<file path="src/design/memPkg.sv">
`default_nettype none

package memPkg;

    // byte address into the shared RAM
    localparam int addrWidth = 16;

    // register and instruction width
    localparam int dataWidth = 32;

    // RAM size in bytes, covers the full address space
    localparam int ramDepth = 65536;

    // load/store opcodes
    typedef enum logic [2:0] {
        opLb,
        opLbu,
        opLh,
        opLhu,
        opLw,
        opSb,
        opSh,
        opSw
    } memOp_t;

    // who holds the RAM
    typedef enum logic [1:0] {
        ownNone,
        ownFetch,
        ownData
    } owner_t;

    // memCtrl sequencer states
    typedef enum logic [1:0] {
        stIdle,
        stRead,
        stWrite
    } ctrlState_t;

endpackage

`default_nettype wire
</file>
<file path="src/design/loadStore.sv">
`timescale 1ns/1ps
`default_nettype none

module loadStore (
    input  logic                         clk,
    input  logic                         rst,
    input  logic                         lsReq,
    input  memPkg::memOp_t               lsOp,
    input  logic [memPkg::addrWidth-1:0] lsAddr,
    input  logic [memPkg::dataWidth-1:0] lsData,
    input  logic                         dataDone,
    input  logic [memPkg::dataWidth-1:0] dataRdata,
    output logic                         lsBusy,
    output logic                         lsDone,
    output logic [memPkg::dataWidth-1:0] lsResult,
    output logic                         dataReq,
    output logic                         dataWrite,
    output logic [2:0]                   dataLen,
    output logic [memPkg::addrWidth-1:0] dataAddr,
    output logic [memPkg::dataWidth-1:0] dataWdata
);
    import memPkg::*;

    memOp_t               opReg;
    logic                 busy;
    logic                 accept;
    logic [dataWidth-1:0] extended;

    assign accept  = lsReq && !busy;
    assign lsBusy  = busy;
    assign dataReq = busy;

    // size and direction straight from the opcode
    always_comb begin
        dataWrite = opReg inside {opSb, opSh, opSw};
        case (opReg)
            opLb, opLbu, opSb: dataLen = 3'd1;
            opLh, opLhu, opSh: dataLen = 3'd2;
            default:           dataLen = 3'd4;
        endcase
    end

    always_comb begin
        case (opReg)
            opLb:    extended = {{24{dataRdata[7]}}, dataRdata[7:0]};
            opLbu:   extended = {24'd0, dataRdata[7:0]};
            opLh:    extended = {{16{dataRdata[15]}}, dataRdata[15:0]};
            opLhu:   extended = {16'd0, dataRdata[15:0]};
            default: extended = dataRdata;
        endcase
    end

    always_ff @(posedge clk) begin
        if (rst) begin
            busy   <= 1'b0;
            lsDone <= 1'b0;
        end else begin
            lsDone <= busy && dataDone;
            if (accept) begin
                busy <= 1'b1;
            end else if (dataDone) begin
                busy <= 1'b0;
            end
        end
    end

    always_ff @(posedge clk) begin
        if (accept) begin
            opReg     <= lsOp;
            dataAddr  <= lsAddr;
            dataWdata <= lsData;
        end
        // stores leave the last load result in place
        if (busy && dataDone && !dataWrite) begin
            lsResult <= extended;
        end
    end

endmodule

`default_nettype wire

</file>
<file path="config.mk">
export PLATFORM = sky130hd
export DESIGN_NAME = loadStore
export DESIGN_NICKNAME = d
export VERILOG_FILES = /design/src/design/memPkg.sv /design/src/design/loadStore.sv
export SDC_FILE = /design/constraint.sdc
export NUM_CORES = 1
export LEC_CHECK = 0
export ABC_AREA = 1
export BUFFER_PORTS_ARGS = -buffer_cell sky130_fd_sc_hd__buf_4
export CAP_MARGIN = 25
export CORE_MARGIN = 2
export CORE_UTILIZATION = 45
export DETAILED_ROUTE_END_ITERATION = 10
export GPL_TIMING_DRIVEN = 0
export PLACE_DENSITY = 0.78
export RECOVER_POWER = 100
export SETUP_SLACK_MARGIN = 0.2
export SLEW_MARGIN = 25
export SYNTH_ARGS = -nofsm -noshare
export SYNTH_HDL_FRONTEND = slang
export SYNTH_SLANG_ARGS = --single-unit
</file>
<file path="constraint.sdc">
create_clock -name clk -period 6.24 [get_ports clk]
set_input_delay 1.248 -clock clk [delete_from_list [all_inputs] [get_ports clk]]
set_output_delay 1.248 -clock clk [all_outputs]
set_load 0.02 [all_outputs]
</file>
==> After elaboration in Yosys (flattened, before gate mapping) <==
Index checks and enable logic that the tools add are counted.
{ "op_classes": {"n_reduce_logical": 10, "n_mux": 4, "n_eq_ne": 6} }
{ "ops": {"columns": ["op", "n"], "rows": [
  ["one-hot mux 32 bit (4 select lines)", 1],
  ["equality test 3 bit (second input constant)", 3],
  ["equality test 3 x 2 -> 1 bit (second input constant)", 2],
  ["one-hot mux 3 bit (2 select lines)", 1],
  ["OR reduction 3 bit", 2],
  ["equality test 3 x 1 -> 1 bit (second input constant)", 1],
  ["logical AND 1 bit", 3],
  ["zero test 3 bit", 1],
  ["nonzero test 3 bit", 1],
  ["zero test 1 bit", 2],
  ["2-to-1 mux 1 bit", 2],
  ["nonzero test 2 bit", 1]
]} }
{ "totals": {"wordCells": 26, "reg_bits": 85, "output_inout_bits": 87, "in_bits": 87} }

==> Logic depth before layout (Yosys ltp) <==
{ "logic_depth": {"ltp_word": 4, "ltp_mapped": 6, "mapped_depth_nobuf": 4} }

==> Worst setup path after synthesis <==
OpenSTA, ideal clock, no wires.
{ "synth_timing": {"kind": "input-to-reg", "startpoint": "in lsReq", "endpoint": "reg dataAddr[0] in the netlist's numbering (enable)", "path_slack_ps": 2349, "setup_time_ps": 461, "arrival_ps": 3430, "path_buffers": 0, "required_time_ps": 5779, "path_stages": 2, "cell_sequence": "inv_1 > nor2_1"} }
{ "synth_between": {"elab_chain_cells": 1} }
{ "synth_rtl": {"columns": ["item", "line_no", "source"], "rows": [
  ["from (decl)", "loadStore.sv:7", "input logic lsReq,"],
  ["logical AND 1 bit", "loadStore.sv:29", "assign accept = lsReq && !busy;"],
  ["via accept", "loadStore.sv:26", "logic accept;"],
  ["to (signal assigned)", "loadStore.sv:70", "dataAddr <= lsAddr;"],
  ["to (decl)", "loadStore.sv:19", "output logic [memPkg::addrWidth-1:0] dataAddr,"]
]} }
The timed path passes the listed nets, and every way through them passes these cells.
A chain may end at the register's enable or synchronous reset.

==> Worst setup path in the final report <==
{ "layout_timing": {"startpoint": "in lsReq", "endpoint": "reg dataWdata[29] in the netlist's numbering (enable)"} }
{ "layout_between": {"elab_chain_cells": 1} }
{ "layout_rtl": {"columns": ["item", "line_no", "source"], "rows": [
  ["logical AND 1 bit", "loadStore.sv:29", null],
  ["via accept", "loadStore.sv:26", null],
  ["to (signal assigned)", "loadStore.sv:71", "dataWdata <= lsData;"],
  ["to (decl)", "loadStore.sv:20", "output logic [memPkg::dataWidth-1:0] dataWdata"]
]} }
The timed path passes the listed nets, and every way through them passes these cells.

==> flow_summary.ini <==
[timing]
period_share_pct = 63.9
fin_ws_ns = 2.25
tightest_slew_ns = 1.85
max_slew_margin_pct = -23.6
hold_viol_final = 0
rsz0062_at_grt = false
period_minus_slack_ns = 3.99
fmax_ghz = 0.251
slew_viol_final = 53
setup_violations = 0
fin_skew_ns = 0.00599
setup-tns-final_ns = 0

[finish]
drive_above_1_share_pct = 31.7
final_common_cell = clkbuf_1
syn_to_final_growth_pct = 43.3
final_cell_mix = 90 x clkbuf_1, 83 x edfxtp_1, 62 x clkbuf_4
fin_nets = 438
antennaDiodeCount = 0

[clock_tree]
cts_buffers = 9
postCtsSetupBuffers = 0
cts_buffer_depth = 2
htreeDepth = 3
cts_hold_buf = 0
clk-insertion-delay-late_ns = 0.34
ctsRootBufferMaster = clkbuf_8
path_clk_slew_ns = 0.08
cts_resized = 0
cts_tree = built
cts.sink_count = 85

[synthesis]
ys_types = 14
syn_area_per_cell_sq_um = 17.9
ys_top_cells_by_area = edfxtp_1 85%, nand2_1 3.4%, nand3_1 2.7%
synth_top_area_share_pct = 84.5
synthesis.nets = 252
ys_warn_count = 0
synth_cells = 165
ys_seq_elements = 85
netlist_area_sq_um = 2950
synth.largest_area_cell = edfxtp_1
ys_seq_area_share_pct = 85.9

[worst_setup_path]
cp.arrival_ns = 3.94
critPathTopFamily = simple AND/OR/NAND/NOR gates
critical_path_buf_inv_count = 3
slowest_stage = nor2_1
critPathMaxFanout = 28
cp-end-kind = flip-flop
crit_path_cell_trace = clkbuf_4 > inv_1 > nor2_1 > clkbuf_1
crit_path_start_kind = primary input
crit_required_ns = 6.19
crit_type = primary input to flip-flop
cpPeakStageDelay_ns = 1.35

[global_route]
grt_max_degree = 29
grt_pass1_wl_um = 10100
antenna_found_initial = 0
grt-ovfl-total = 0
grtUsageTotal_pct = 18.9
first_global_vias = 2024

[outcome]
status = finished, violations left
failed_checks = capacitance limit, slew limit

[die]
core_area_sq_um = 6350
io_pins = 174
dieArea_sq_um = 7220
std_cell_rows = 29
die_w_um = 85.0
die_h_um = 85.0
start_util_pct = 46.4

[pwr]
comb_power_share_pct = 11.1
sw_frac_of_total_pct = 23.1
p_leak_nw = 1.69
p_per_area_nw_per_um2 = 290
p_sw_uw = 282
power_frac_seq_pct = 54.7
intPower_uw = 942
power.share.clock_pct = 34.2
ir_worst_vdd_mv = 0.170

[route]
ant_nets = 0
viasPerCell = 4.73
drc = 0
drt_iter0_markers = 142
vias = 2048
routedWlPerCell_um = 16.5
drt_first_pass_iters = 4
drt_wl_total_um = 7140

[placed_design]
dp_hpwl_um = 5460
preCtsSetupSlack_ns = 3.72
portBuffers = 173
gp_congestion = 0.748

[min_path]
hold_path.class = flip-flop to flip-flop

[flow_run]
max_cap_viol_count = 2
==> through the flow <==
| step | hold WS (ns) | cells | total power, mW | util (%) | area [sq um] |
|---|---|---|---|---|---|
| after global routing | 0.567 | 433 | 1.27 | 66.6 | 4230 |
| final | 0.549 | 433 | 1.22 | 66.6 | 4230 |
| after detailed placement | 0.597 | 417 | 0.848 | 69.4 | 4410 |
| after CTS | 0.619 | 433 | 1.26 | 72.9 | 4630 |
| after floorplan | 0.577 | 165 | 0.752 | - | 2950 |
| after global placement | 0.511 | 415 | 0.840 | 68.4 | 4340 |
==> sequential cells by signal, summed over array words and instances (netlist names) <==
register	cells
opReg	3
lsDone	1
dataAddr	16
dataReq	1
lsResult	32
dataWdata	32
==> synthesized netlist by cell type <==
cell / count
edfxtp_1: 83
nand2_1: 27
nand3_1: 16
o21ai_0: 10
inv_1: 7
nor2_1: 5
buf_6: 4
nor2_4: 3
buf_2: 2
buf_4: 2
dfxtp_1: 2
nand2_4: 2
inv_4: 1
nor3b_1: 1
==> metal layers <==
metal	share of wire (%)	global-route usage, %	vias up
met5	0	0	-
met4	2.5	9.96	0
met3	7.9	6.13	12
met2	54	33.0	100
met1	36	20.2	966
li1	-	-	970
==> kinds of logic (layout without fill, tap and decap cells) <==
kind of cell           Yosys count  after routing  share of synthesized area [%]
buffers and inverters           16            207                           3.48
AO/OA/AOI/OAI                   10             10                           1.70
flip-flops                      85             85                           85.9
AND/OR/NAND/NOR                 54             54                           8.95
==> path summary, 6_finish.rpt <==
check | to | cells after the start | slack, ns | from
max | dataWdata[29] | 4 | 2.25 | lsReq
min | lsDone | 2 | 0.55 | dataReq
max reg2reg | dataWdata[29] | 2 | 2.92 | dataReq
min reg2reg | lsDone | 2 | 0.55 | dataReq
==> final cells by class <==
type	instances	area (sq um)
clock buffer	9	124
tap	77	96.3
fill	535	2120
clock inverter	7	96.3
sequential	85	2530
multi-input combinational	64	307
timing repair buffer	175	987
buffer	8	51.3
inverter	8	32.5
==> power groups by stage <==
stage	Sequential [mW]	Clock [mW]	Combinational, mW
after global placement	0.683	0	0.157
after CTS	0.670	0.428	0.166
after detailed placement	0.683	0	0.166
final	0.670	0.419	0.135
after floorplan	0.717	0	0.0357
after global routing	0.672	0.455	0.146
==> worst register-to-register path: stages (launching register included) <==
cell,delay (ns)
dfxtp_1,0.36
nor2_1,1.38
clkbuf_1,1.18
(Power assumes the default switching activity.)
