$ cat src/design/memPkg.sv
`default_nettype none

package memPkg;

    // byte address into the shared RAM
    localparam int addrWidth = 16;

    // register and instruction width
    localparam int dataWidth = 32;

    // RAM size in bytes, covers the full address space
    localparam int ramDepth = 65536;

    // load/store opcodes
    typedef enum logic [2:0] {
        opLb,
        opLbu,
        opLh,
        opLhu,
        opLw,
        opSb,
        opSh,
        opSw
    } memOp_t;

    // who holds the RAM
    typedef enum logic [1:0] {
        ownNone,
        ownFetch,
        ownData
    } owner_t;

    // memCtrl sequencer states
    typedef enum logic [1:0] {
        stIdle,
        stRead,
        stWrite
    } ctrlState_t;

endpackage

`default_nettype wire
$ cat src/design/memCtrl.sv
`timescale 1ns/1ps
`default_nettype none

module memCtrl (
    input  logic                         clk,
    input  logic                         rst,
    input  logic                         ioBufferFull,
    input  logic                         fetchReq,
    input  logic [memPkg::addrWidth-1:0] fetchAddr,
    output logic                         fetchDone,
    output logic [memPkg::dataWidth-1:0] fetchData,
    input  logic                         dataReq,
    input  logic                         dataWrite,
    input  logic [2:0]                   dataLen,
    input  logic [memPkg::addrWidth-1:0] dataAddr,
    input  logic [memPkg::dataWidth-1:0] dataWdata,
    output logic                         dataDone,
    output logic [memPkg::dataWidth-1:0] dataRdata,
    output logic                         ramWe,
    output logic [memPkg::addrWidth-1:0] ramAddr,
    output logic [7:0]                   ramWdata,
    input  logic [7:0]                   ramRdata,
    output memPkg::owner_t               owner
);
    import memPkg::*;

    ctrlState_t           state;
    logic [addrWidth-1:0] base;
    logic [2:0]           len;
    logic [2:0]           stage;
    logic [dataWidth-1:0] rdShift;
    logic [dataWidth-1:0] wrShift;
    logic [dataWidth-1:0] rdNext;
    logic [dataWidth-1:0] rdAligned;
    logic                 dataWants;
    logic                 startData;
    logic                 startFetch;
    logic                 readStep;
    logic                 readDone;
    logic                 writeDone;

    // a client is ignored during its own done cycle, its request is still up then
    assign dataWants  = dataReq && !dataDone;
    assign startData  = (state == stIdle) && !ioBufferFull && dataWants;
    assign startFetch = (state == stIdle) && !ioBufferFull && fetchReq && !fetchDone
                        && !dataWants;

    assign readStep  = (state == stRead) && !ioBufferFull;
    assign readDone  = readStep && (stage == len);
    assign writeDone = (state == stWrite) && !ioBufferFull && (stage == len - 3'd1);

    // little endian, newest byte enters at the top
    assign rdNext    = {ramRdata, rdShift[dataWidth-1:8]};
    assign rdAligned = rdNext >> {3'd4 - len, 3'b000};

    always_comb begin
        ramWe    = 1'b0;
        ramWdata = dataWdata[7:0];
        ramAddr  = startData ? dataAddr : fetchAddr;
        case (state)
            stRead: begin
                // on a stall re-read the last issued byte so rdata holds it
                ramAddr = base + addrWidth'(stage) - addrWidth'(ioBufferFull);
            end
            stWrite: begin
                ramAddr  = base + addrWidth'(stage);
                ramWe    = !ioBufferFull;
                ramWdata = wrShift[7:0];
            end
            default: begin
                ramWe = startData && dataWrite;
            end
        endcase
    end

    always_ff @(posedge clk) begin
        if (rst) begin
            state     <= stIdle;
            owner     <= ownNone;
            len       <= 3'd0;
            stage     <= 3'd0;
            fetchDone <= 1'b0;
            dataDone  <= 1'b0;
        end else begin
            fetchDone <= 1'b0;
            dataDone  <= 1'b0;
            case (state)
                stIdle: begin
                    // byte 0 goes out in the start cycle
                    stage <= 3'd1;
                    if (startData) begin
                        owner <= ownData;
                        len   <= dataLen;
                        if (!dataWrite) begin
                            state <= stRead;
                        end else if (dataLen == 3'd1) begin
                            dataDone <= 1'b1;
                        end else begin
                            state <= stWrite;
                        end
                    end else if (startFetch) begin
                        owner <= ownFetch;
                        len   <= 3'd4;
                        state <= stRead;
                    end else begin
                        owner <= ownNone;
                    end
                end
                stRead: begin
                    if (readDone) begin
                        state     <= stIdle;
                        fetchDone <= (owner == ownFetch);
                        dataDone  <= (owner == ownData);
                    end else if (readStep) begin
                        stage <= stage + 3'd1;
                    end
                end
                stWrite: begin
                    if (writeDone) begin
                        state    <= stIdle;
                        dataDone <= 1'b1;
                    end else if (!ioBufferFull) begin
                        stage <= stage + 3'd1;
                    end
                end
                default: begin
                    state <= stIdle;
                end
            endcase
        end
    end

    // datapath
    always_ff @(posedge clk) begin
        if (startData || startFetch) begin
            base <= ramAddr;
        end
        if (startData) begin
            wrShift <= dataWdata >> 8;
        end else if ((state == stWrite) && !ioBufferFull) begin
            wrShift <= wrShift >> 8;
        end
        if (readStep) begin
            rdShift <= rdNext;
        end
        if (readDone && (owner == ownFetch)) begin
            fetchData <= rdAligned;
        end
        if (readDone && (owner == ownData)) begin
            dataRdata <= rdAligned;
        end
    end

endmodule

`default_nettype wire

$ cat config.mk
export PLATFORM = sky130hd
export DESIGN_NAME = memCtrl
export DESIGN_NICKNAME = d
export VERILOG_FILES = /design/src/design/memPkg.sv /design/src/design/memCtrl.sv
export SDC_FILE = /design/constraint.sdc
export NUM_CORES = 1
export LEC_CHECK = 0
export BUFFER_PORTS_ARGS = -buffer_cell sky130_fd_sc_hd__buf_2
export CAP_MARGIN = 20
export CELL_PAD_IN_SITES_DETAIL_PLACEMENT = 2
export CELL_PAD_IN_SITES_GLOBAL_PLACEMENT = 2
export CORE_AREA = 5 5 136 151
export DETAILED_ROUTE_END_ITERATION = 16
export DIE_AREA = 0 0 141 156
export PLACE_DENSITY_LB_ADDON = 0.08
export SYNTH_ARGS = -nofsm -noshare
export SYNTH_HDL_FRONTEND = slang
export SYNTH_SLANG_ARGS = --single-unit
$ cat constraint.sdc
create_clock -name clk -period 8.23 [get_ports clk]
set_input_delay 0.4115 -clock clk [delete_from_list [all_inputs] [get_ports clk]]
set_output_delay 0.4115 -clock clk [all_outputs]
set_load 0.1 [all_outputs]
# After elaboration in Yosys (flattened, before gate mapping)
# Index checks and enable logic that the tools add are counted.
[word_totals]
regBits = 148
inputBits = 81
output_inout_bits = 93
word_cells = 88
[op_classes]
add_sub_neg = 5
eq_ne = 15
n_shift = 1
mux = 28
bitwise = 2
reduce_logical = 26
[ops]
columns = ["cell", "count"]
rows = [
  ["two-way mux 24 bit", 2],
  ["one-hot mux 16 bit (2 select lines)", 1],
  [">> shifter 32 x 6 -> 32 bit", 1],
  ["two-way mux 3 bit", 6],
  ["adder 16 x 3 -> 16 bit", 1],
  ["two-way mux 16 bit", 1],
  ["subtractor 16 x 1 -> 16 bit", 1],
  ["two-way mux 2 bit", 7],
  ["logical AND 1 bit", 13],
  ["inequality test 2 bit, second input constant", 6],
  ["one-hot mux 3 bit (3 select lines)", 1],
  ["two-way mux 8 bit", 1],
  ["equality test 3 bit", 2],
  ["two-way mux 1 bit", 6],
  ["one-hot mux 2 bit (3 select lines)", 1],
  ["AND reduction 5 bit", 1],
  ["equality test 2 x 1 -> 1 bit, second input constant", 2],
  ["equality test 2 bit, second input constant", 2],
  ["zero test 1 bit", 4],
  ["inequality test 4 bit, second input constant", 1],
  ["AND reduction 4 bit", 1],
  ["nonzero test 2 bit", 2],
  ["adder 3 x 1 -> 3 bit, second input constant", 1],
  ["equality test 3 x 1 -> 1 bit, second input constant", 1],
  ["11 further kinds", 12],
]

# Logic depth before layout (Yosys ltp)
[depth]
word_depth = 8
ltp_mapped = 10
ltp_nobuf = 10

# Worst setup path before layout
# OpenSTA, ideal clock, no wires.
[synth_path]
path_type = "register to register"
start = "register state[1]"
end = "register dataRdata[0] in the netlist's numbering, enable pin"
setup_ps = 471
t_arrival_ps = 4623
t_required_ps = 7759
setup_slack_ps = 3136
stages_incl_launch_ff = 6
path_buffers = 0
period_less_slack_ps = 5094
path_cell_list = "dfxtp_1 > inv_1 > ha_1 > nor2b_1 > nand4_1 > nor3b_1"
[synth_between]
elab_chain_len = 4
[synth_rtl]
columns = ["item", "line_no", "rtl"]
rows = [
  ["start: declaration", "memCtrl.sv:27", "ctrlState_t state;"],
  ["start signal: assignment", "memCtrl.sv:78", "state <= stIdle;"],
  ["start signal: assignment", "memCtrl.sv:95", "state <= stRead;"],
  ["start signal: assignment", "memCtrl.sv:99", "state <= stWrite;"],
  ["equality test 2 x 1 -> 1 bit", "memCtrl.sv:48", "assign readStep = (state == stRead) && !ioBufferFull;"],
  ["logical AND 1 bit", "memCtrl.sv:48", ""],
  ["via readStep", "memCtrl.sv:38", "logic readStep;"],
  ["logical AND 1 bit", "memCtrl.sv:49", "assign readDone = readStep && (stage == len);"],
  ["logical AND 1 bit", "memCtrl.sv:149", "if (readDone && (owner == ownData)) begin"],
  ["end signal: assignment", "memCtrl.sv:150", "dataRdata <= rdAligned;"],
  ["end: declaration", "memCtrl.sv:18", "output logic [memPkg::dataWidth-1:0] dataRdata,"],
]
# The timed path passes the listed nets, and every way through them passes these cells.
# A chain may end at the register's enable or synchronous reset.

# Worst setup path after layout
[layout_path]
start = "register stage[0]"
end = "output port ramAddr[15] in the netlist's numbering"
[layout_between]
elab_chain_len = 3
[layout_rtl]
columns = ["item", "line_no", "rtl"]
rows = [
  ["start: declaration", "memCtrl.sv:30", "logic [2:0] stage;"],
  ["start signal: assignment", "memCtrl.sv:115", "stage <= stage + 3'd1;"],
  ["start signal: assignment", "memCtrl.sv:123", "stage <= stage + 3'd1;"],
  ["adder 16 x 3 -> 16 bit *", "memCtrl.sv:63, memCtrl.sv:66", ""],
  ["subtractor 16 x 1 -> 16 bit", "memCtrl.sv:63", "ramAddr = base + addrWidth'(stage) - addrWidth'(ioBufferFull);"],
  ["one-hot mux 16 bit (2 select lines) *", "memCtrl.sv:60", "case (state)"],
  ["end: declaration", "memCtrl.sv:20", "output logic [memPkg::addrWidth-1:0] ramAddr,"],
]
# Mark *: on every way between the ends. The rest lies on a longest branch, timed or not.

==> impl_metrics.py <==
metrics = {
    "sta": {
        "slew_viol_final": 0,
        "tns_ns": 0,
        "min_period_ns": 4.15,
        "fin_crit_sh_pct": 50.4,
        "finalSetupViolations": 0,
        "clock_skew_ns": 0.0138,
        "worst_pin_slew_ns": 0.882,
        "fmax_mhz": 241,
        "rsz0062_at_grt": "no",
        "worst_slew_margin_rel_pct": 41.0,
        "hold_viol_final": 0,
        "holdWs_ns": 0.216,
    },
    "critical_path": {
        "endpoint_kind": "primary output",
        "critPathArrivalTime_ns": 3.74,
        "start_kind": "flip-flop",
        "worstPathRequired_ns": 7.82,
        "worst-path-max-fanout": 5,
        "r2r_end": "fetchData[25]",
        "r2r_slack_ns": 4.86,
        "reg2reg_from": "len[0]",
        "crit_type": "reg -> out",
        "reg2reg_depth": 6,
    },
    "power": {
        "p_leak_nw": 3.26,
        "p_comb_share_pct": 45.5,
        "p_int_mw": 1.70,
        "p_sw_mw": 1.56,
        "power_frac_seq_pct": 30.8,
        "swShare_pct": 47.9,
        "total_power_mw": 3.26,
        "power_density_nw_per_um2": 380,
        "vdd.ir_drop.worst_v": 0.000260,
        "power_frac_clock_pct": 23.7,
    },
    "layout": {
        "stdcell_count": 1003,
        "area_growth_pct": 26.2,
        "fin_util_pct": 45.5,
        "multi_input_area_um2": 2560,
        "layout-drive-gt1-share_pct": 32.1,
        "register_area_um2": 4090,
        "nNetsFinal": 835,
        "fillers": 1969,
    },
    "drt": {
        "vias": 5117,
        "route.detailed.drc": 0,
        "routed_wirelength_mm": 19.3,
        "via_per_inst": 5.10,
        "first_pass_iters": 4,
        "drtIter0Drc": 163,
        "antenna_left": 0,
        "routedWlPerCell_um": 19.2,
    },
    "placed_design": {
        "port_buffers": 173,
        "dp_hpwl_mm": 14.1,
        "gpl.final_weighted_congestion": 0.793,
        "dpl.cell_count": 968,
    },
    "floorplan": {
        "core_um2": 18800,
        "initial_core_util_pct": 36.0,
        "dieArea_um2": 22000,
        "num_io_pins": 174,
        "die_h_um": 156,
        "rows": 53,
        "die_x_um": 141,
    },
    "yosys": {
        "synth-edff-count": 128,
        "synth-seq-area-share_pct": 60.2,
        "synthTopCellsByCount": "edfxtp_1 (128), nand2_1 (82), nor2_1 (37)",
        "synth.top_cell.area_share_pct": 56.6,
        "synth_most_common_cell": "edfxtp_1",
        "ys_ff_latch": 140,
        "yosysWarnings": 0,
        "syn_inst": 567,
        "async_flop_share_pct": 0,
        "synth_top_area_cell": "edfxtp_1",
        "synth_cell_type_count": 67,
        "avgSynthCellArea_um2": 12.0,
        "ys.flop_type": "edfxtp_1",
        "syn_nets": 661,
        "netlist_area_um2": 6790,
        "synth_area_leaders": "edfxtp_1 (57%), nand2_1 (4.5%), mux2i_1 (4.0%)",
    },
    "outcome": {
        "status": "finished clean",
    },
    "grt": {
        "overflow": 0,
        "top_usage_layer": "met2",
        "antenna_found_initial": 1,
        "met3_usage_pct": 4.05,
        "grt_pass1_vias": 5756,
        "grt_first_pass_wirelength_mm": 30.4,
        "grt_max_degree": 45,
        "use_met2_pct": 33.9,
        "grt_use_total_pct": 17.7,
        "use_met1_pct": 18.8,
    },
    "min_path": {
        "hold_class": "in -> reg",
        "min_path_cells": 1,
        "worstHoldStart": "ramRdata[0]",
        "whs_endpoint": "rdShift[24]",
    },
    "cts": {
        "root_buffer": "clkbuf_16",
        "holdBufCountCts": 0,
        "clock_latency_ns": 0.43,
        "path_clk_slew_ns": 0.06,
        "cts_resized": 0,
        "htree_levels": 4,
        "cts_setup_buffers": 0,
        "cts_tree": "done",
        "cts_buffer_depth": 2,
        "cts.sinks": 140,
        "cts_made_buffers": 17,
    },
    "run": {
        "maxCapViolCount": 0,
    },
}
==> placed cells by master, fill, tap and decap left out, types with 7 or more instances in the layout <==
cell type / n
buf_2: 173
edfxtp_1: 128
nand2_1: 82
nor2_1: 37
mux2i_1: 27
a21oi_1: 25
and2_1: 21
a211oi_1: 21
xnor2_1: 17
clkbuf_16: 17
nand3_1: 15
inv_1: 13
nor2b_1: 12
ha_1: 12
o21ai_0: 11
dfxtp_1: 11
xor2_1: 10
nand2b_1: 8
mux2_2: 8
buf_4: 7
==> through the flow <==
stage                     worst slack [ns]  cell area [µm²]
final                                 4.08             8570
after global routing                  3.83             8560
after CTS                             4.07             8530
after detailed placement              4.57             7940
after global placement                4.66             7930
after floorplan                       3.14             6790
==> final cells by class <==
class	instances	area share, %
antenna	2	0.0584
clock buffer	17	4.97
clock inverter	15	2.00
timing repair buffer	182	11.2
inverter	14	0.613
tap	247	3.61
multi-input combinational	386	29.9
sequential	140	47.7
==> critical path: stages, from the launching register on <==
cell	delay (ns)
dfxtp_1	0.42
ha_1	0.28
inv_1	0.08
fa_1	0.44
xor2_2	0.25
nand3_1	0.17
or3_1	0.45
a21oi_1	0.18
nand4_1	0.14
xor2_1	0.18
o221ai_1	0.24
buf_2	0.48
==> kinds of logic (layout without fill, tap and decap cells) <==
| logic type | after synthesis | count (layout) | synth area share [%] |
|---|---|---|---|
| adder cells (fa/ha/maj) | 13 | 13 | 2.51 |
| flip-flops | 140 | 140 | 60.2 |
| AND/OR/NAND/NOR | 209 | 209 | 15.4 |
| buffers and inverters | 41 | 228 | 2.51 |
| multiplexers | 35 | 35 | 5.31 |
| other | 0 | 2 | 0 |
| XOR/XNOR | 29 | 29 | 3.85 |
| AO/OA/AOI/OAI | 100 | 100 | 10.3 |
==> power by group through the flow <==
stage          combinational [mW]  sequential (mW)  clock [mW]
6_report                     1.48             1.00       0.773
5_1_grt                      1.58             1.01       0.828
4_1_cts                      1.49             1.01       0.789
3_5_place_dp                 1.48             1.02           0
3_3_place_gp                 1.45             1.02           0
2_1_floorplan                1.16             1.01           0
==> worst max-delay path by stage <==
stage	start	endpoint	slack, ns	cells after the start
after detailed placement	stage[0]	ramAddr[15]	4.57	11
after global routing	stage[0]	ramAddr[14]	3.83	11
after floorplan	state[1]	dataRdata[0]	3.14	5
after global placement	stage[0]	ramAddr[9]	4.66	11
final	stage[0]	ramAddr[15]	4.08	11
after CTS	stage[0]	ramAddr[15]	4.07	11
==> metal layers <==
layer,vias to the layer above,routed length (µm)
met1,2536,7310
met2,125,10600
met4,0,424
li1,2431,-
met5,-,0
met3,25,936
==> state kept, by name (all words and copies together) (netlist names) <==
name and flops:
dataRdata 32, rdShift 24, len 3, stage 3
fetchDone 1, owner 2, wrShift 24, dataDone 1
base 16, state 2, fetchData 32
Power figures use the tool's default switching activity.
