--- config.mk ---
export PLATFORM = sky130hd
export DESIGN_NAME = instFetch
export DESIGN_NICKNAME = d
export VERILOG_FILES = /design/src/design/memPkg.sv /design/src/design/instFetch.sv
export SDC_FILE = /design/constraint.sdc
export NUM_CORES = 1
export LEC_CHECK = 0
export ABC_AREA = 1
export BUFFER_PORTS_ARGS = -buffer_cell sky130_fd_sc_hd__buf_2
export CAP_MARGIN = 20
export CORE_MARGIN = 1
export CORE_UTILIZATION = 35
export CTS_CLUSTER_SIZE = 24
export DETAILED_ROUTE_END_ITERATION = 10
export PLACE_DENSITY = 0.71
export SLEW_MARGIN = 15
export SYNTH_ARGS = -nofsm -noshare
export SYNTH_HDL_FRONTEND = slang
export SYNTH_SLANG_ARGS = --single-unit
--- constraint.sdc ---
create_clock -name clk -period 1.87 [get_ports clk]
set_input_delay 0 -clock clk [delete_from_list [all_inputs] [get_ports clk]]
set_output_delay 0 -clock clk [all_outputs]
set_load 0.02 [all_outputs]
--- src/design/memPkg.sv ---
`default_nettype none

package memPkg;

    // byte address into the shared RAM
    localparam int addrWidth = 16;

    // register and instruction width
    localparam int dataWidth = 32;

    // RAM size in bytes, covers the full address space
    localparam int ramDepth = 65536;

    // load/store opcodes
    typedef enum logic [2:0] {
        opLb,
        opLbu,
        opLh,
        opLhu,
        opLw,
        opSb,
        opSh,
        opSw
    } memOp_t;

    // who holds the RAM
    typedef enum logic [1:0] {
        ownNone,
        ownFetch,
        ownData
    } owner_t;

    // memCtrl sequencer states
    typedef enum logic [1:0] {
        stIdle,
        stRead,
        stWrite
    } ctrlState_t;

endpackage

`default_nettype wire
--- src/design/instFetch.sv ---
`timescale 1ns/1ps
`default_nettype none

module instFetch (
    input  logic                         clk,
    input  logic                         rst,
    input  logic                         fetchEn,
    input  logic                         redirect,
    input  logic [memPkg::addrWidth-1:0] redirectPc,
    input  logic                         fetchDone,
    input  logic [memPkg::dataWidth-1:0] fetchData,
    output logic                         fetchReq,
    output logic [memPkg::addrWidth-1:0] fetchAddr,
    output logic [memPkg::dataWidth-1:0] inst,
    output logic [memPkg::addrWidth-1:0] instPc,
    output logic                         instValid
);
    import memPkg::*;

    logic [addrWidth-1:0] pc;
    logic                 pending;
    logic                 discard;
    logic                 accept;

    // result of a fetch issued before a redirect is dropped
    assign accept   = fetchDone && !discard && !redirect;
    assign fetchReq = pending;

    always_ff @(posedge clk) begin
        if (rst) begin
            pc        <= '0;
            pending   <= 1'b0;
            discard   <= 1'b0;
            instValid <= 1'b0;
        end else begin
            instValid <= accept;
            if (fetchDone) begin
                pending <= 1'b0;
                discard <= 1'b0;
            end else if (!pending && fetchEn && !redirect) begin
                pending <= 1'b1;
            end
            if (accept) begin
                pc <= pc + addrWidth'(4);
            end
            if (redirect) begin
                pc <= redirectPc;
                if (pending && !fetchDone) begin
                    discard <= 1'b1;
                end
            end
        end
    end

    // address is frozen while the request is up
    always_ff @(posedge clk) begin
        if (!pending) begin
            fetchAddr <= pc;
        end
        if (accept) begin
            inst   <= fetchData;
            instPc <= fetchAddr;
        end
    end

endmodule

`default_nettype wire

## Word-level counts from Yosys, hierarchy flattened

Index checks and enable logic that the tools add are counted.

- Register bits after elaboration: 83
- Bits in read-only memories: 0
- RAM bits: 0
- Logic and storage cells: 24
- Bits in latches: 0
- Memories kept: 0

- Mux-type cells: 5
- Shift operators: 0
- Divide/modulo/power cells: 0
- Multipliers: 0
- Add/subtract/negate cells: 1
- Equal/unequal tests: 0
- Bitwise operators: 0
- Magnitude comparators: 0
- Reductions and logical operators: 11

Operators with widths:

| operator | number |
|---|---|
| $mux 16 | 2 |
| $add 16x3->16 const B | 1 |
| $logic_and 1x1->1 | 5 |
| $logic_not 1->1 | 4 |
| $mux 1 | 3 |
| $reduce_bool 2->1 | 1 |
| $reduce_or 2->1 | 1 |

## Logic depth before layout (Yosys ltp)

Gate-level depths: netlist of the first run.

- Depth in word-level cells: 5
- Gate-level depth with buffers: 9

## Least setup slack after synthesis of the first run

Ideal clock, no wire load.

- Path kind: register -> register
- Start: register discard
- End: register pc[10]
- Stages on the path, launching flop included: 8
- Arrival time: 1.385 ns
- Buffers on the path: 0
- Path slack: 0.416 ns
- Library setup time: 0.069 ns
- Period minus slack after synthesis: 1.454 ns
- Path through: dfxtp_1 > inv_1 > nand2_4 > nor2_8 > nand2_1 > clkinv_2 > o21ai_2 > o21ai_1

- Longest elaborated chain between the ends: 4

RTL lines:

| what | RTL line | source |
|---|---|---|
| from (decl) | instFetch.sv:22 | `logic discard;` |
| from (signal assigned) | instFetch.sv:33 | `discard <= 1'b0;` |
| from (signal assigned) | instFetch.sv:39 | `discard <= 1'b0;` |
| from (signal assigned) | instFetch.sv:49 | `discard <= 1'b1;` |
| $logic_not 1->1 | instFetch.sv:26 | `assign accept = fetchDone && !discard && !redirect;` |
| $logic_and 1x1->1 (2 in series) | instFetch.sv:26 |  |
| net accept | instFetch.sv:23 | `logic accept;` |
| $reduce_bool 2->1 (no line) | n/a |  |
| to (signal assigned) | instFetch.sv:44 | `pc <= pc + addrWidth'(4);` |
| to (signal assigned) | instFetch.sv:47 | `pc <= redirectPc;` |
| to (decl) | instFetch.sv:20 | `logic [addrWidth-1:0] pc;` |

The timed path passes the listed nets, and every way through them passes these cells.
A chain may end at the register's enable or synchronous reset.

## Worst setup path after layout of the first run

- Start: register pc[2]
- End: register pc[4]

- Longest elaborated chain between the ends: 3

RTL lines:

| what | RTL line | source |
|---|---|---|
| $add 16x3->16 | instFetch.sv:44 |  |
| $mux 16 | instFetch.sv:43 | `if (accept) begin` |
| $mux 16 | instFetch.sv:46 | `if (redirect) begin` |

Every way passes these cells. The select of a mux whose other input is x is not followed.

==> results_tabular.tex, run 1 <==
\begin{tabular}{lr}
\hline
Metric & Value \\
\hline
\multicolumn{2}{l}{\textbf{Synth}} \\
Synth area leader & sky130\_fd\_sc\_hd\_\_edfxtp\_1 \\
Synth cell count leaders & 64 x sky130\_fd\_sc\_hd\_\_edfxtp\_1, 43 x sky130\_fd\_sc\_hd\_\_nand2\_1, 19 x sky130\_fd\_sc\_hd\_\_dfxtp\_1 \\
Number of synthesized register bits & 83 \\
Number of distinct library cells after synthesis & 26 \\
Fraction of synthesized cell area taken by the top area cell type & 63.9\% \\
Number of synthesized flops with an enable pin & 64 \\
Most frequent cell after synthesis & sky130\_fd\_sc\_hd\_\_edfxtp\_1 \\
Ranking of synthesized cells by area & sky130\_fd\_sc\_hd\_\_edfxtp\_1 64\%, sky130\_fd\_sc\_hd\_\_dfxtp\_1 13\%, sky130\_fd\_sc\_hd\_\_nand2\_1 5.4\%, sky130\_fd\_sc\_hd\_\_o21ai\_0 2.3\%, sky130\_fd\_sc\_hd\_\_inv\_1 2.1\% \\
Sequential share of the synthesized area & 76.6\% \\
Net count after synthesis & 279 \\
Cells after synthesis & 225 \\
Ys flop type & sky130\_fd\_sc\_hd\_\_edfxtp\_1 \\
Yosys Warn Count & 0 \\
Mean cell area of the mapped netlist & 13.4 um2 \\
Proportion of register bits with asynchronous set or reset after synthesis & 0\% \\
Post-synthesis instance area & 3010 um2 \\
\multicolumn{2}{l}{\textbf{Die}} \\
Area enclosed by the die boundary & 8960 um2 \\
Initial core utilization & 36.4\% \\
Width of the die & 94.7 um \\
Die boundary height & 94.7 um \\
Ports placed on the boundary & 119 \\
Area of the core & 8260 um2 \\
Rows & 33 \\
\multicolumn{2}{l}{\textbf{Placement}} \\
Dpl cells & 447 \\
Placed wire-length estimate after detailed placement & 4690 um \\
Number of port buffers & 118 \\
Gp weighted congestion & 0.838 \\
\multicolumn{2}{l}{\textbf{Power}} \\
Reported leakage power & 1.90 nW \\
IR drop worst, VDD & 0.452 mV \\
Ratio of total power to cell area & 870 nW/um2 \\
\multicolumn{2}{l}{\textbf{Timing}} \\
Final-report setup violation count & 0 \\
Worst-Margin Slew & 0.464 ns \\
Pins Over Slew Limit & 0 \\
Largest clock skew in the final design & 0.00780 ns \\
Time the worst path needs with I/O delays and setup & 1.74 ns \\
Highest clock rate & 574 MHz \\
Total negative slack & 0 ns \\
Worst slew margin & 69.1\% \\
Final number of hold-violating endpoints & 0 \\
Share of the clock period used by the worst path after layout & 93.2\% \\
RSZ-0062 raised after global routing & no \\
\multicolumn{2}{l}{\textbf{CTS}} \\
Total number of clock tree sinks & 83 \\
Number of gates resized after cts & 0 \\
Clock slew at reported path FFs & 0.08 ns \\
Bufs on Longest Clock Path & 2 \\
TritonCTS clock tree & yes \\
Clock latency on the worst-skew pair & 0.35 ns \\
Number of levels in the clock H-tree & 3 \\
Cell at the root of the clock tree & sky130\_fd\_sc\_hd\_\_clkbuf\_8 \\
TritonCTS buffer count & 9 \\
\multicolumn{2}{l}{\textbf{Routing}} \\
DRC viols & 0 \\
Routed vias & 2278 \\
Detailed-route wire length & 6920 um \\
Routed WL per cell & 13.5 um \\
Remaining number of nets flagged by the antenna check after routing & 0 \\
DRT Pass-1 Iters & 4 \\
Via/cell ratio & 4.43 \\
Number of DRC markers in iteration 0 & 98 \\
\multicolumn{2}{l}{\textbf{Setup path}} \\
Worst Setup SP & pc[2]\$\_SDFFE\_PP0P\_ \\
CP endpoint kind & register \\
Worst endpoint required time & 2.16 ns \\
Crit start category & register \\
Startpoint of the most critical register-to-register path & pc[2]\$\_SDFFE\_PP0P\_ \\
Crit path arrival time & 2.03 ns \\
Critical path class & register to register \\
Crit-path max FO & 5 \\
\multicolumn{2}{l}{\textbf{GRT}} \\
First-pass GRT wire length & 10300 um \\
Number of global-route vias before repair & 2215 \\
GRT Resource Usage Total & 15.7\% \\
Pin count of the biggest net entering global routing & 36 \\
GRT overflow & 0 \\
Initial antenna violation count & 0 \\
\multicolumn{2}{l}{\textbf{Layout}} \\
Layout fillers & 701 \\
Area Overhead vs Synth & 47.5\% \\
Number of inserted diodes & 0 \\
Number of cells in the finished layout apart from fillers & 514 \\
Area used by multi-input combinational logic & 601 um2 \\
Register area & 2300 um2 \\
Net count, final & 458 \\
Share of cells above drive strength 1 & 37.2\% \\
\multicolumn{2}{l}{\textbf{Hold path}} \\
Worst hold path class & primary input to register \\
Hold path start & redirectPc[7] \\
\multicolumn{2}{l}{\textbf{Outcome}} \\
Status & completed \\
\multicolumn{2}{l}{\textbf{Run}} \\
Number of maximum-capacitance constraint violations & 0 \\
\hline
\end{tabular}
final timing paths:
kind         cells after the start                    to  slack [ns]
max                              7    pc[4]$_SDFFE_PP0P_        0.13
min                              5    pc[7]$_SDFFE_PP0P_        0.02
min reg2reg                      0  instPc[12]$_DFFE_PP_        0.44
max reg2reg                      7    pc[4]$_SDFFE_PP0P_        0.13
power by group:
| group | total, mW | switching (mW) | internal (mW) |
|---|---|---|---|
| logic | 0.454 | 0.256 | 0.198 |
| registers | 2.16 | 0.0520 | 2.10 |
| clock network | 1.25 | 0.627 | 0.619 |
placed cells by master, fill, tap and decap left out:
cell	n
sky130_fd_sc_hd__o21ai_0	14
sky130_fd_sc_hd__buf_2	118
sky130_fd_sc_hd__nand2_1	43
sky130_fd_sc_hd__clkbuf_8	9
sky130_fd_sc_hd__a31oi_1	3
sky130_fd_sc_hd__bufinv_16	1
sky130_fd_sc_hd__buf_4	4
sky130_fd_sc_hd__clkbuf_1	1
sky130_fd_sc_hd__nor2_4	2
sky130_fd_sc_hd__inv_1	17
sky130_fd_sc_hd__nand3_1	9
sky130_fd_sc_hd__o211ai_1	1
sky130_fd_sc_hd__edfxtp_1	64
sky130_fd_sc_hd__nand2_4	2
sky130_fd_sc_hd__dlygate4sd3_1	49
sky130_fd_sc_hd__clkinv_2	3
sky130_fd_sc_hd__nor2_8	1
sky130_fd_sc_hd__clkinvlp_4	1
sky130_fd_sc_hd__nor3_2	1
sky130_fd_sc_hd__clkinv_4	1
sky130_fd_sc_hd__inv_6	1
sky130_fd_sc_hd__ha_1	1
sky130_fd_sc_hd__nor3_1	5
sky130_fd_sc_hd__o21ai_2	2
sky130_fd_sc_hd__o21a_1	1
sky130_fd_sc_hd__nor2_1	16
sky130_fd_sc_hd__dfxtp_1	19
sky130_fd_sc_hd__buf_12	1
sky130_fd_sc_hd__xor2_1	3
sky130_fd_sc_hd__nand2_2	2
sky130_fd_sc_hd__a21oi_1	8
sky130_fd_sc_hd__o21ai_1	3
sky130_fd_sc_hd__inv_2	2
sky130_fd_sc_hd__nor2_2	1
worst max-delay path, stage by stage (launching register included):
cell and delay [ns]:
sky130_fd_sc_hd__dfxtp_1 0.35, sky130_fd_sc_hd__ha_1 0.22, sky130_fd_sc_hd__nand2_1 0.15, sky130_fd_sc_hd__inv_1 0.09, sky130_fd_sc_hd__nor2_1 0.12, sky130_fd_sc_hd__nand2_1 0.06
sky130_fd_sc_hd__a31oi_1 0.15, sky130_fd_sc_hd__dlygate4sd3_1 0.56
layer usage:
metal,GRT usage (%),vias to the layer above,wire length [um]
met2,26.3,102,3250
met1,18.2,1027,2950
met3,4.75,12,582
met5,0,-,0
li1,-,1137,-
met4,7.45,0,140
final cells by class:
class	instances	area share [%]
Clock buffer	10	2.88
Clock inverter	6	1.47
Timing Repair Buffer	172	25.5
Tap cell	105	2.96
Sequential cell	83	51.9
Multi-Input combinational cell	118	13.5
Inverter	20	1.72
metrics by stage:
stage | power (mW) | area [um2] | util (%) | hold slack [ns] | worst slack (ns)
final | 3.86 | 4430 | 53.7 | 0.0157 | 0.128
after global routing | 4.02 | 4430 | 53.7 | 0.0222 | 0.0570
after CTS | 3.89 | 4420 | 53.5 | 0.00338 | 0.0923
after detailed placement | 2.57 | 3740 | 45.2 | 0.178 | 0.554
after global placement | 2.56 | 3740 | 45.2 | 0.177 | 0.613
after floorplan | 2.40 | 3010 | - | 0.0793 | 0.416
logic make-up (layout without fill, tap and decap cells):
family                   Yosys count  count (layout)  synth area share (%)
AO/OA/AOI/OAI                     32              32                  5.87
XOR/XNOR                           3               3                 0.874
adder cells (fa/ha/maj)            1               1                 0.416
buffers and inverters             24             208                  3.41
flip-flops                        83              83                  76.6
AND/OR/NAND/NOR                   82              82                  12.8
state kept, by name, indices dropped and copies added, names as in the netlist:
signal,flops
instPc,16
discard,1
inst,32
fetchAddr,16
pc,16
instValid,1
fetchReq,1
repair_timing:
| action | in CTS | in global routing |
|---|---|---|
| setup endpoints to repair | 0 | 1 |
| hold endpoints to repair | 50 | 0 |
| hold buffers | 49 | 0 |
| buffers inserted | 0 | 2 |
Note: power is estimated with default switching activity, not from simulation.
==> inputs of run 2 (changes only) <==
--- a/config.mk
+++ b/config.mk
@@ -12,7 +12,7 @@
 export CORE_UTILIZATION = 35
 export CTS_CLUSTER_SIZE = 24
 export DETAILED_ROUTE_END_ITERATION = 10
-export PLACE_DENSITY = 0.71
+export PLACE_DENSITY = 0.67
 export SLEW_MARGIN = 15
 export SYNTH_ARGS = -nofsm -noshare
 export SYNTH_HDL_FRONTEND = slang
==> run 2 against run 1 <==
Critical path depth did not move; combinational power fell by 2%; cell count fell by 0.78%; sequential cell count did not move; maximum frequency rose by 12%; sequential power barely moved; largest cell class unchanged; total power rose by 5.1%; highest routed layer unchanged; clock power rose by 16%.
==> results_tabular.tex, run 2 (synthesis results as in run 1) <==
\begin{tabular}{lr}
\hline
Metric & Value \\
\hline
\multicolumn{2}{l}{\textbf{Outcome}} \\
Status & completed \\
\multicolumn{2}{l}{\textbf{Layout}} \\
Number of cells in the finished layout apart from fillers & 510 \\
Number of inserted diodes & 0 \\
Net count, final & 454 \\
Flip-flop count of the largest register, all copies and words added & 32 \\
Most common cell after layout, fill and taps aside & sky130\_fd\_sc\_hd\_\_buf\_2 \\
Commonest non-fill, non-tap cells in the layout & 118 x sky130\_fd\_sc\_hd\_\_buf\_2, 64 x sky130\_fd\_sc\_hd\_\_edfxtp\_1, 48 x sky130\_fd\_sc\_hd\_\_dlygate4sd3\_1, 43 x sky130\_fd\_sc\_hd\_\_nand2\_1, 19 x sky130\_fd\_sc\_hd\_\_dfxtp\_1 \\
Register with the most flip-flops & inst \\
Layout fillers & 733 \\
Final std cell area, no fill & 4440 um2 \\
Share of cells above drive strength 1 & 37.0\% \\
Area Overhead vs Synth & 47.8\% \\
\multicolumn{2}{l}{\textbf{Power}} \\
Reported leakage power & 1.90 nW \\
Total power & 4.05 mW \\
Ratio of total power to cell area & 912 nW/um2 \\
IR drop worst, VDD & 0.417 mV \\
\multicolumn{2}{l}{\textbf{Routing}} \\
Routed vias & 2291 \\
Number of DRC markers in iteration 0 & 127 \\
DRT Pass-1 Iters & 4 \\
Via/cell ratio & 4.49 \\
Detailed-route wire length & 6580 um \\
Remaining number of nets flagged by the antenna check after routing & 0 \\
Routed WL per cell & 12.9 um \\
DRC viols & 0 \\
\multicolumn{2}{l}{\textbf{Hold path}} \\
Worst hold path class & primary input to register \\
\multicolumn{2}{l}{\textbf{GRT}} \\
Global Route met3 Usage & 3.78\% \\
GRT overflow & 0 \\
Number of global-route vias before repair & 2164 \\
GR met2 Demand/Resource & 25.5\% \\
GRT Max-Usage Layer & met2 \\
First-pass GRT wire length & 9760 um \\
Initial antenna violation count & 0 \\
Pin count of the biggest net entering global routing & 34 \\
Met1 Usage GRT & 17.5\% \\
GRT Resource Usage Total & 14.7\% \\
\multicolumn{2}{l}{\textbf{Setup path}} \\
Crit path arrival time & 1.85 ns \\
CP endpoint kind & register \\
Crit start category & register \\
Worst endpoint required time & 2.17 ns \\
Cell type with the highest occurrence count on the critical path & sky130\_fd\_sc\_hd\_\_nand2\_4 \\
Setup slack on the worst flop-to-flop path & 0.32 ns \\
Maximum single-stage delay on the critical path & 0.56 ns \\
Critical path class & register to register \\
Crit-path max FO & 9 \\
Series of cell instances along the critical path & inv\_1 > nand2\_4 > nand2\_4 > inv\_2 > nand2\_1 > a21oi\_1 > dlygate4sd3\_1 \\
Standard cell with the maximum stage delay on the critical path & sky130\_fd\_sc\_hd\_\_dlygate4sd3\_1 \\
\multicolumn{2}{l}{\textbf{Timing}} \\
Highest clock rate & 645 MHz \\
Pins Over Slew Limit & 0 \\
Largest clock skew in the final design & 0.00937 ns \\
Final number of hold-violating endpoints & 0 \\
Total negative slack & 0 ns \\
Worst slew margin & 70.6\% \\
Share of the clock period used by the worst path after layout & 82.9\% \\
RSZ-0062 raised after global routing & no \\
Time the worst path needs with I/O delays and setup & 1.55 ns \\
Worst-Margin Slew & 0.442 ns \\
Final-report setup violation count & 0 \\
\multicolumn{2}{l}{\textbf{Die}} \\
Width of the die & 94.7 um \\
Area of the core & 8260 um2 \\
Initial core utilization & 36.4\% \\
Ports placed on the boundary & 119 \\
Rows & 33 \\
Die boundary height & 94.7 um \\
Area enclosed by the die boundary & 8960 um2 \\
\multicolumn{2}{l}{\textbf{CTS}} \\
Number of levels in the clock H-tree & 3 \\
TritonCTS clock tree & yes \\
Bufs on Longest Clock Path & 2 \\
Clock latency on the worst-skew pair & 0.35 ns \\
Total number of clock tree sinks & 83 \\
Number of gates resized after cts & 0 \\
TritonCTS buffer count & 9 \\
Total of hold buffers inserted after clock tree synthesis & 48 \\
Cell at the root of the clock tree & sky130\_fd\_sc\_hd\_\_clkbuf\_8 \\
Clock slew at reported path FFs & 0.08 ns \\
Post-CTS Setup Bufs & 0 \\
\multicolumn{2}{l}{\textbf{Placement}} \\
Post-place instance area & 3730 um2 \\
Dpl cells & 446 \\
Placed wire-length estimate after detailed placement & 4550 um \\
Gp weighted congestion & 0.767 \\
Number of port buffers & 118 \\
\multicolumn{2}{l}{\textbf{Run}} \\
Number of maximum-capacitance constraint violations & 0 \\
\hline
\end{tabular}
-- run 2: per-stage QoR --
stage | utilization (%) | setup slack, ns | hold slack, ns
floorplan | - | 0.416 | 0.0793
global placement | 45.2 | 0.483 | 0.176
detailed placement | 45.2 | 0.432 | 0.179
CTS | 53.8 | 0.341 | 0.0134
global route | 53.8 | 0.224 | 0.0511
finish | 53.8 | 0.320 | 0.0245
-- run 2: report_power, final --
group,internal [mW],total [mW],leakage [nW],switching [mW]
clock network,0.802,1.45,0.111,0.652
registers,2.10,2.15,0.795,0.0487
logic,0.193,0.447,0.992,0.254
-- run 2: cell type report --
type	count	area, um2	area share [%]
Clock inverter	6	95.1	2.14
Inverter	20	76.3	1.72
Timing Repair Buffer	168	1100	24.7
Clock buffer	10	138	3.10
Sequential cell	83	2300	51.8
Multi-Input combinational cell	118	601	13.5
Tap cell	105	131	2.96
-- run 2: worst paths after layout --
| path | cells after the start | startpoint | to |
|---|---|---|---|
| setup / recovery | 7 | discard$_SDFF_PP0_ | pc[2]$_SDFFE_PP0P_ |
| hold / removal | 4 | redirectPc[13] | pc[13]$_SDFFE_PP0P_ |
| setup reg to reg | 7 | discard$_SDFF_PP0_ | pc[2]$_SDFFE_PP0P_ |
| hold reg to reg | 0 | pc[1]$_SDFFE_PP0P_ | fetchAddr[1]$_DFFE_PN_ |
-- run 2: critical path: cells and delay by family, from the launching register on --
kind                   cells  cell delay, ns
buffers and inverters      3            0.75
flip-flops                 1            0.32
AND/OR/NAND/NOR            3            0.29
AO/OA/AOI/OAI              1            0.14
-- run 2: per-layer routing --
| metal | vias up | part of all wire (%) |
|---|---|---|
| met5 | - | 0 |
| met4 | 0 | 1.4 |
| li1 | 1129 | - |
| met3 | 11 | 8.4 |
| met1 | 1051 | 44 |
| met2 | 100 | 47 |
==> inputs of run 3 (changes only) <==
==> constraint.sdc (replaced) <==
create_clock -name clk -period 1.6 [get_ports clk]
set_input_delay 0 -clock clk [delete_from_list [all_inputs] [get_ports clk]]
set_output_delay 0 -clock clk [all_outputs]
set_load 0.02 [all_outputs]
==> run 3 against run 2 <==
Sequential share of layout area rose by 0.38 points; global-route usage up 1.2 points; combinational power up 19%; non-clock buffer count rose by 2; core utilization down 0.39 points; critical path type unchanged.
==> results_tabular.tex, run 3 (synthesis results as in run 1) <==
\begin{tabular}{lr}
\hline
Metric & Value \\
\hline
\multicolumn{2}{l}{\textbf{Outcome}} \\
Status & completed \\
\multicolumn{2}{l}{\textbf{Setup path}} \\
Worst endpoint required time & 1.65 ns \\
Worst reg2reg path depth & 4 \\
Crit path arrival time & 1.37 ns \\
Crit-path max FO & 14 \\
Crit start category & register \\
CP endpoint kind & register \\
Critical path class & register to register \\
\multicolumn{2}{l}{\textbf{Routing}} \\
DRC viols & 0 \\
Number of DRC markers in iteration 0 & 81 \\
Routed vias & 2293 \\
Detailed-route wire length & 6850 um \\
Remaining number of nets flagged by the antenna check after routing & 0 \\
DRT Pass-1 Iters & 4 \\
Via/cell ratio & 4.48 \\
Routed WL per cell & 13.4 um \\
\multicolumn{2}{l}{\textbf{CTS}} \\
Bufs on Longest Clock Path & 2 \\
Post-CTS Setup Bufs & 0 \\
Number of gates resized after cts & 0 \\
Total number of clock tree sinks & 83 \\
Clock latency on the worst-skew pair & 0.34 ns \\
Number of levels in the clock H-tree & 3 \\
Cell at the root of the clock tree & sky130\_fd\_sc\_hd\_\_clkbuf\_8 \\
TritonCTS buffer count & 9 \\
Total of hold buffers inserted after clock tree synthesis & 49 \\
Clock slew at reported path FFs & 0.08 ns \\
TritonCTS clock tree & yes \\
\multicolumn{2}{l}{\textbf{GRT}} \\
Met1 Usage GRT & 18.3\% \\
Global Route met3 Usage & 5.07\% \\
Pin count of the biggest net entering global routing & 31 \\
Initial antenna violation count & 0 \\
First-pass GRT wire length & 10500 um \\
GR met2 Demand/Resource & 27.7\% \\
Number of global-route vias before repair & 2210 \\
GRT overflow & 0 \\
GRT Max-Usage Layer & met2 \\
GRT Resource Usage Total & 16.0\% \\
\multicolumn{2}{l}{\textbf{Timing}} \\
Setup WS post-layout & 0.283 ns \\
Worst slew margin & 70.7\% \\
Final-report setup violation count & 0 \\
RSZ-0062 raised after global routing & no \\
Worst-Margin Slew & 0.439 ns \\
Time the worst path needs with I/O delays and setup & 1.32 ns \\
Share of the clock period used by the worst path after layout & 82.3\% \\
Highest clock rate & 759 MHz \\
Final number of hold-violating endpoints & 0 \\
Pins Over Slew Limit & 0 \\
Largest clock skew in the final design & 0.00780 ns \\
Total negative slack & 0 ns \\
\multicolumn{2}{l}{\textbf{Layout}} \\
Number of inserted diodes & 0 \\
Commonest non-fill, non-tap cells in the layout & 118 x sky130\_fd\_sc\_hd\_\_buf\_2, 64 x sky130\_fd\_sc\_hd\_\_edfxtp\_1, 49 x sky130\_fd\_sc\_hd\_\_dlygate4sd3\_1, 43 x sky130\_fd\_sc\_hd\_\_nand2\_1, 19 x sky130\_fd\_sc\_hd\_\_dfxtp\_1 \\
Most common cell after layout, fill and taps aside & sky130\_fd\_sc\_hd\_\_buf\_2 \\
Area Overhead vs Synth & 46.7\% \\
Flip-flop count of the largest register, all copies and words added & 32 \\
Register with the most flip-flops & inst \\
Net count, final & 456 \\
Share of cells above drive strength 1 & 37.1\% \\
\multicolumn{2}{l}{\textbf{Run}} \\
Number of maximum-capacitance constraint violations & 0 \\
\multicolumn{2}{l}{\textbf{Die}} \\
Ports placed on the boundary & 119 \\
Width of the die & 94.7 um \\
Rows & 33 \\
Initial core utilization & 36.4\% \\
Area of the core & 8260 um2 \\
Die boundary height & 94.7 um \\
Area enclosed by the die boundary & 8960 um2 \\
\multicolumn{2}{l}{\textbf{Power}} \\
IR drop worst, VDD & 0.417 mV \\
Ratio of total power to cell area & 1000 nW/um2 \\
Reported leakage power & 1.89 nW \\
\multicolumn{2}{l}{\textbf{Placement}} \\
Placed wire-length estimate after detailed placement & 4740 um \\
Gp weighted congestion & 0.800 \\
Setup slack at placement & 0.273 ns \\
Number of port buffers & 118 \\
\multicolumn{2}{l}{\textbf{Hold path}} \\
Worst hold path class & primary input to register \\
Cell depth of the worst min-delay path & 4 \\
\hline
\end{tabular}
-- run 3: cell count changes in the layout (fill, tap and decap cells not counted), sizes merged --
cell         change
buf              +1
bufinv           -2
clkbuf           -1
clkinv           +2
clkinvlp         -1
dlygate4sd3      +1
inv              +2
-- run 3: area by class of cell --
cell class / count / area [um2]
clock buffers: 9 / 124
clock inverters: 7 / 58.8
fillers: 720 / 3850
inverters: 20 / 76.3
multi-input cells: 118 / 601
flip-flops and latches: 83 / 2300
well taps: 105 / 131
repair buffers: 170 / 1120
-- run 3: stage by stage --
step	cells	cell area (um2)	total power, mW	hold WS, ns	util [%]
5_1_grt	512	4410	4.62	0.0366	53.4
6_report	512	4410	4.41	0.0273	53.4
2_1_floorplan	225	3010	2.80	0.0793	-
3_3_place_gp	447	3740	3.00	0.178	45.2
4_1_cts	512	4410	4.48	0.0135	53.4
3_5_place_dp	447	3740	3.01	0.178	45.2
-- run 3: per-layer routing --
layer	up-vias	routed length [um]
li1	1131	-
met1	1053	2920
met2	98	3300
met3	11	533
met4	0	93
met5	-	0
-- run 3: path summary, 6_finish.rpt --
check                           slack, ns          startpoint                     end
worst max-delay path                 0.28  discard$_SDFF_PP0_    instPc[10]$_DFFE_PP_
worst min-delay path                 0.03      redirectPc[13]     pc[13]$_SDFFE_PP0P_
worst max register to register       0.28  discard$_SDFF_PP0_    instPc[10]$_DFFE_PP_
worst min register to register       0.43  pc[0]$_SDFFE_PP0P_  fetchAddr[0]$_DFFE_PN_
-- run 3: power breakdown --
group | switching [mW] | internal (mW) | leakage [nW] | total, mW
Combinational | 0.301 | 0.229 | 0.999 | 0.530
Sequential | 0.0590 | 2.46 | 0.795 | 2.52
Clock | 0.777 | 0.590 | 0.0925 | 1.37
Total | 1.14 | 3.28 | 1.89 | 4.41
-- run 3: critical path: stages, from the launching register on --
cell and delay, ns:
sky130_fd_sc_hd__dfxtp_1 0.30, sky130_fd_sc_hd__inv_1 0.09, sky130_fd_sc_hd__nand2_4 0.10, sky130_fd_sc_hd__nor2_8 0.26
sky130_fd_sc_hd__buf_4 0.26
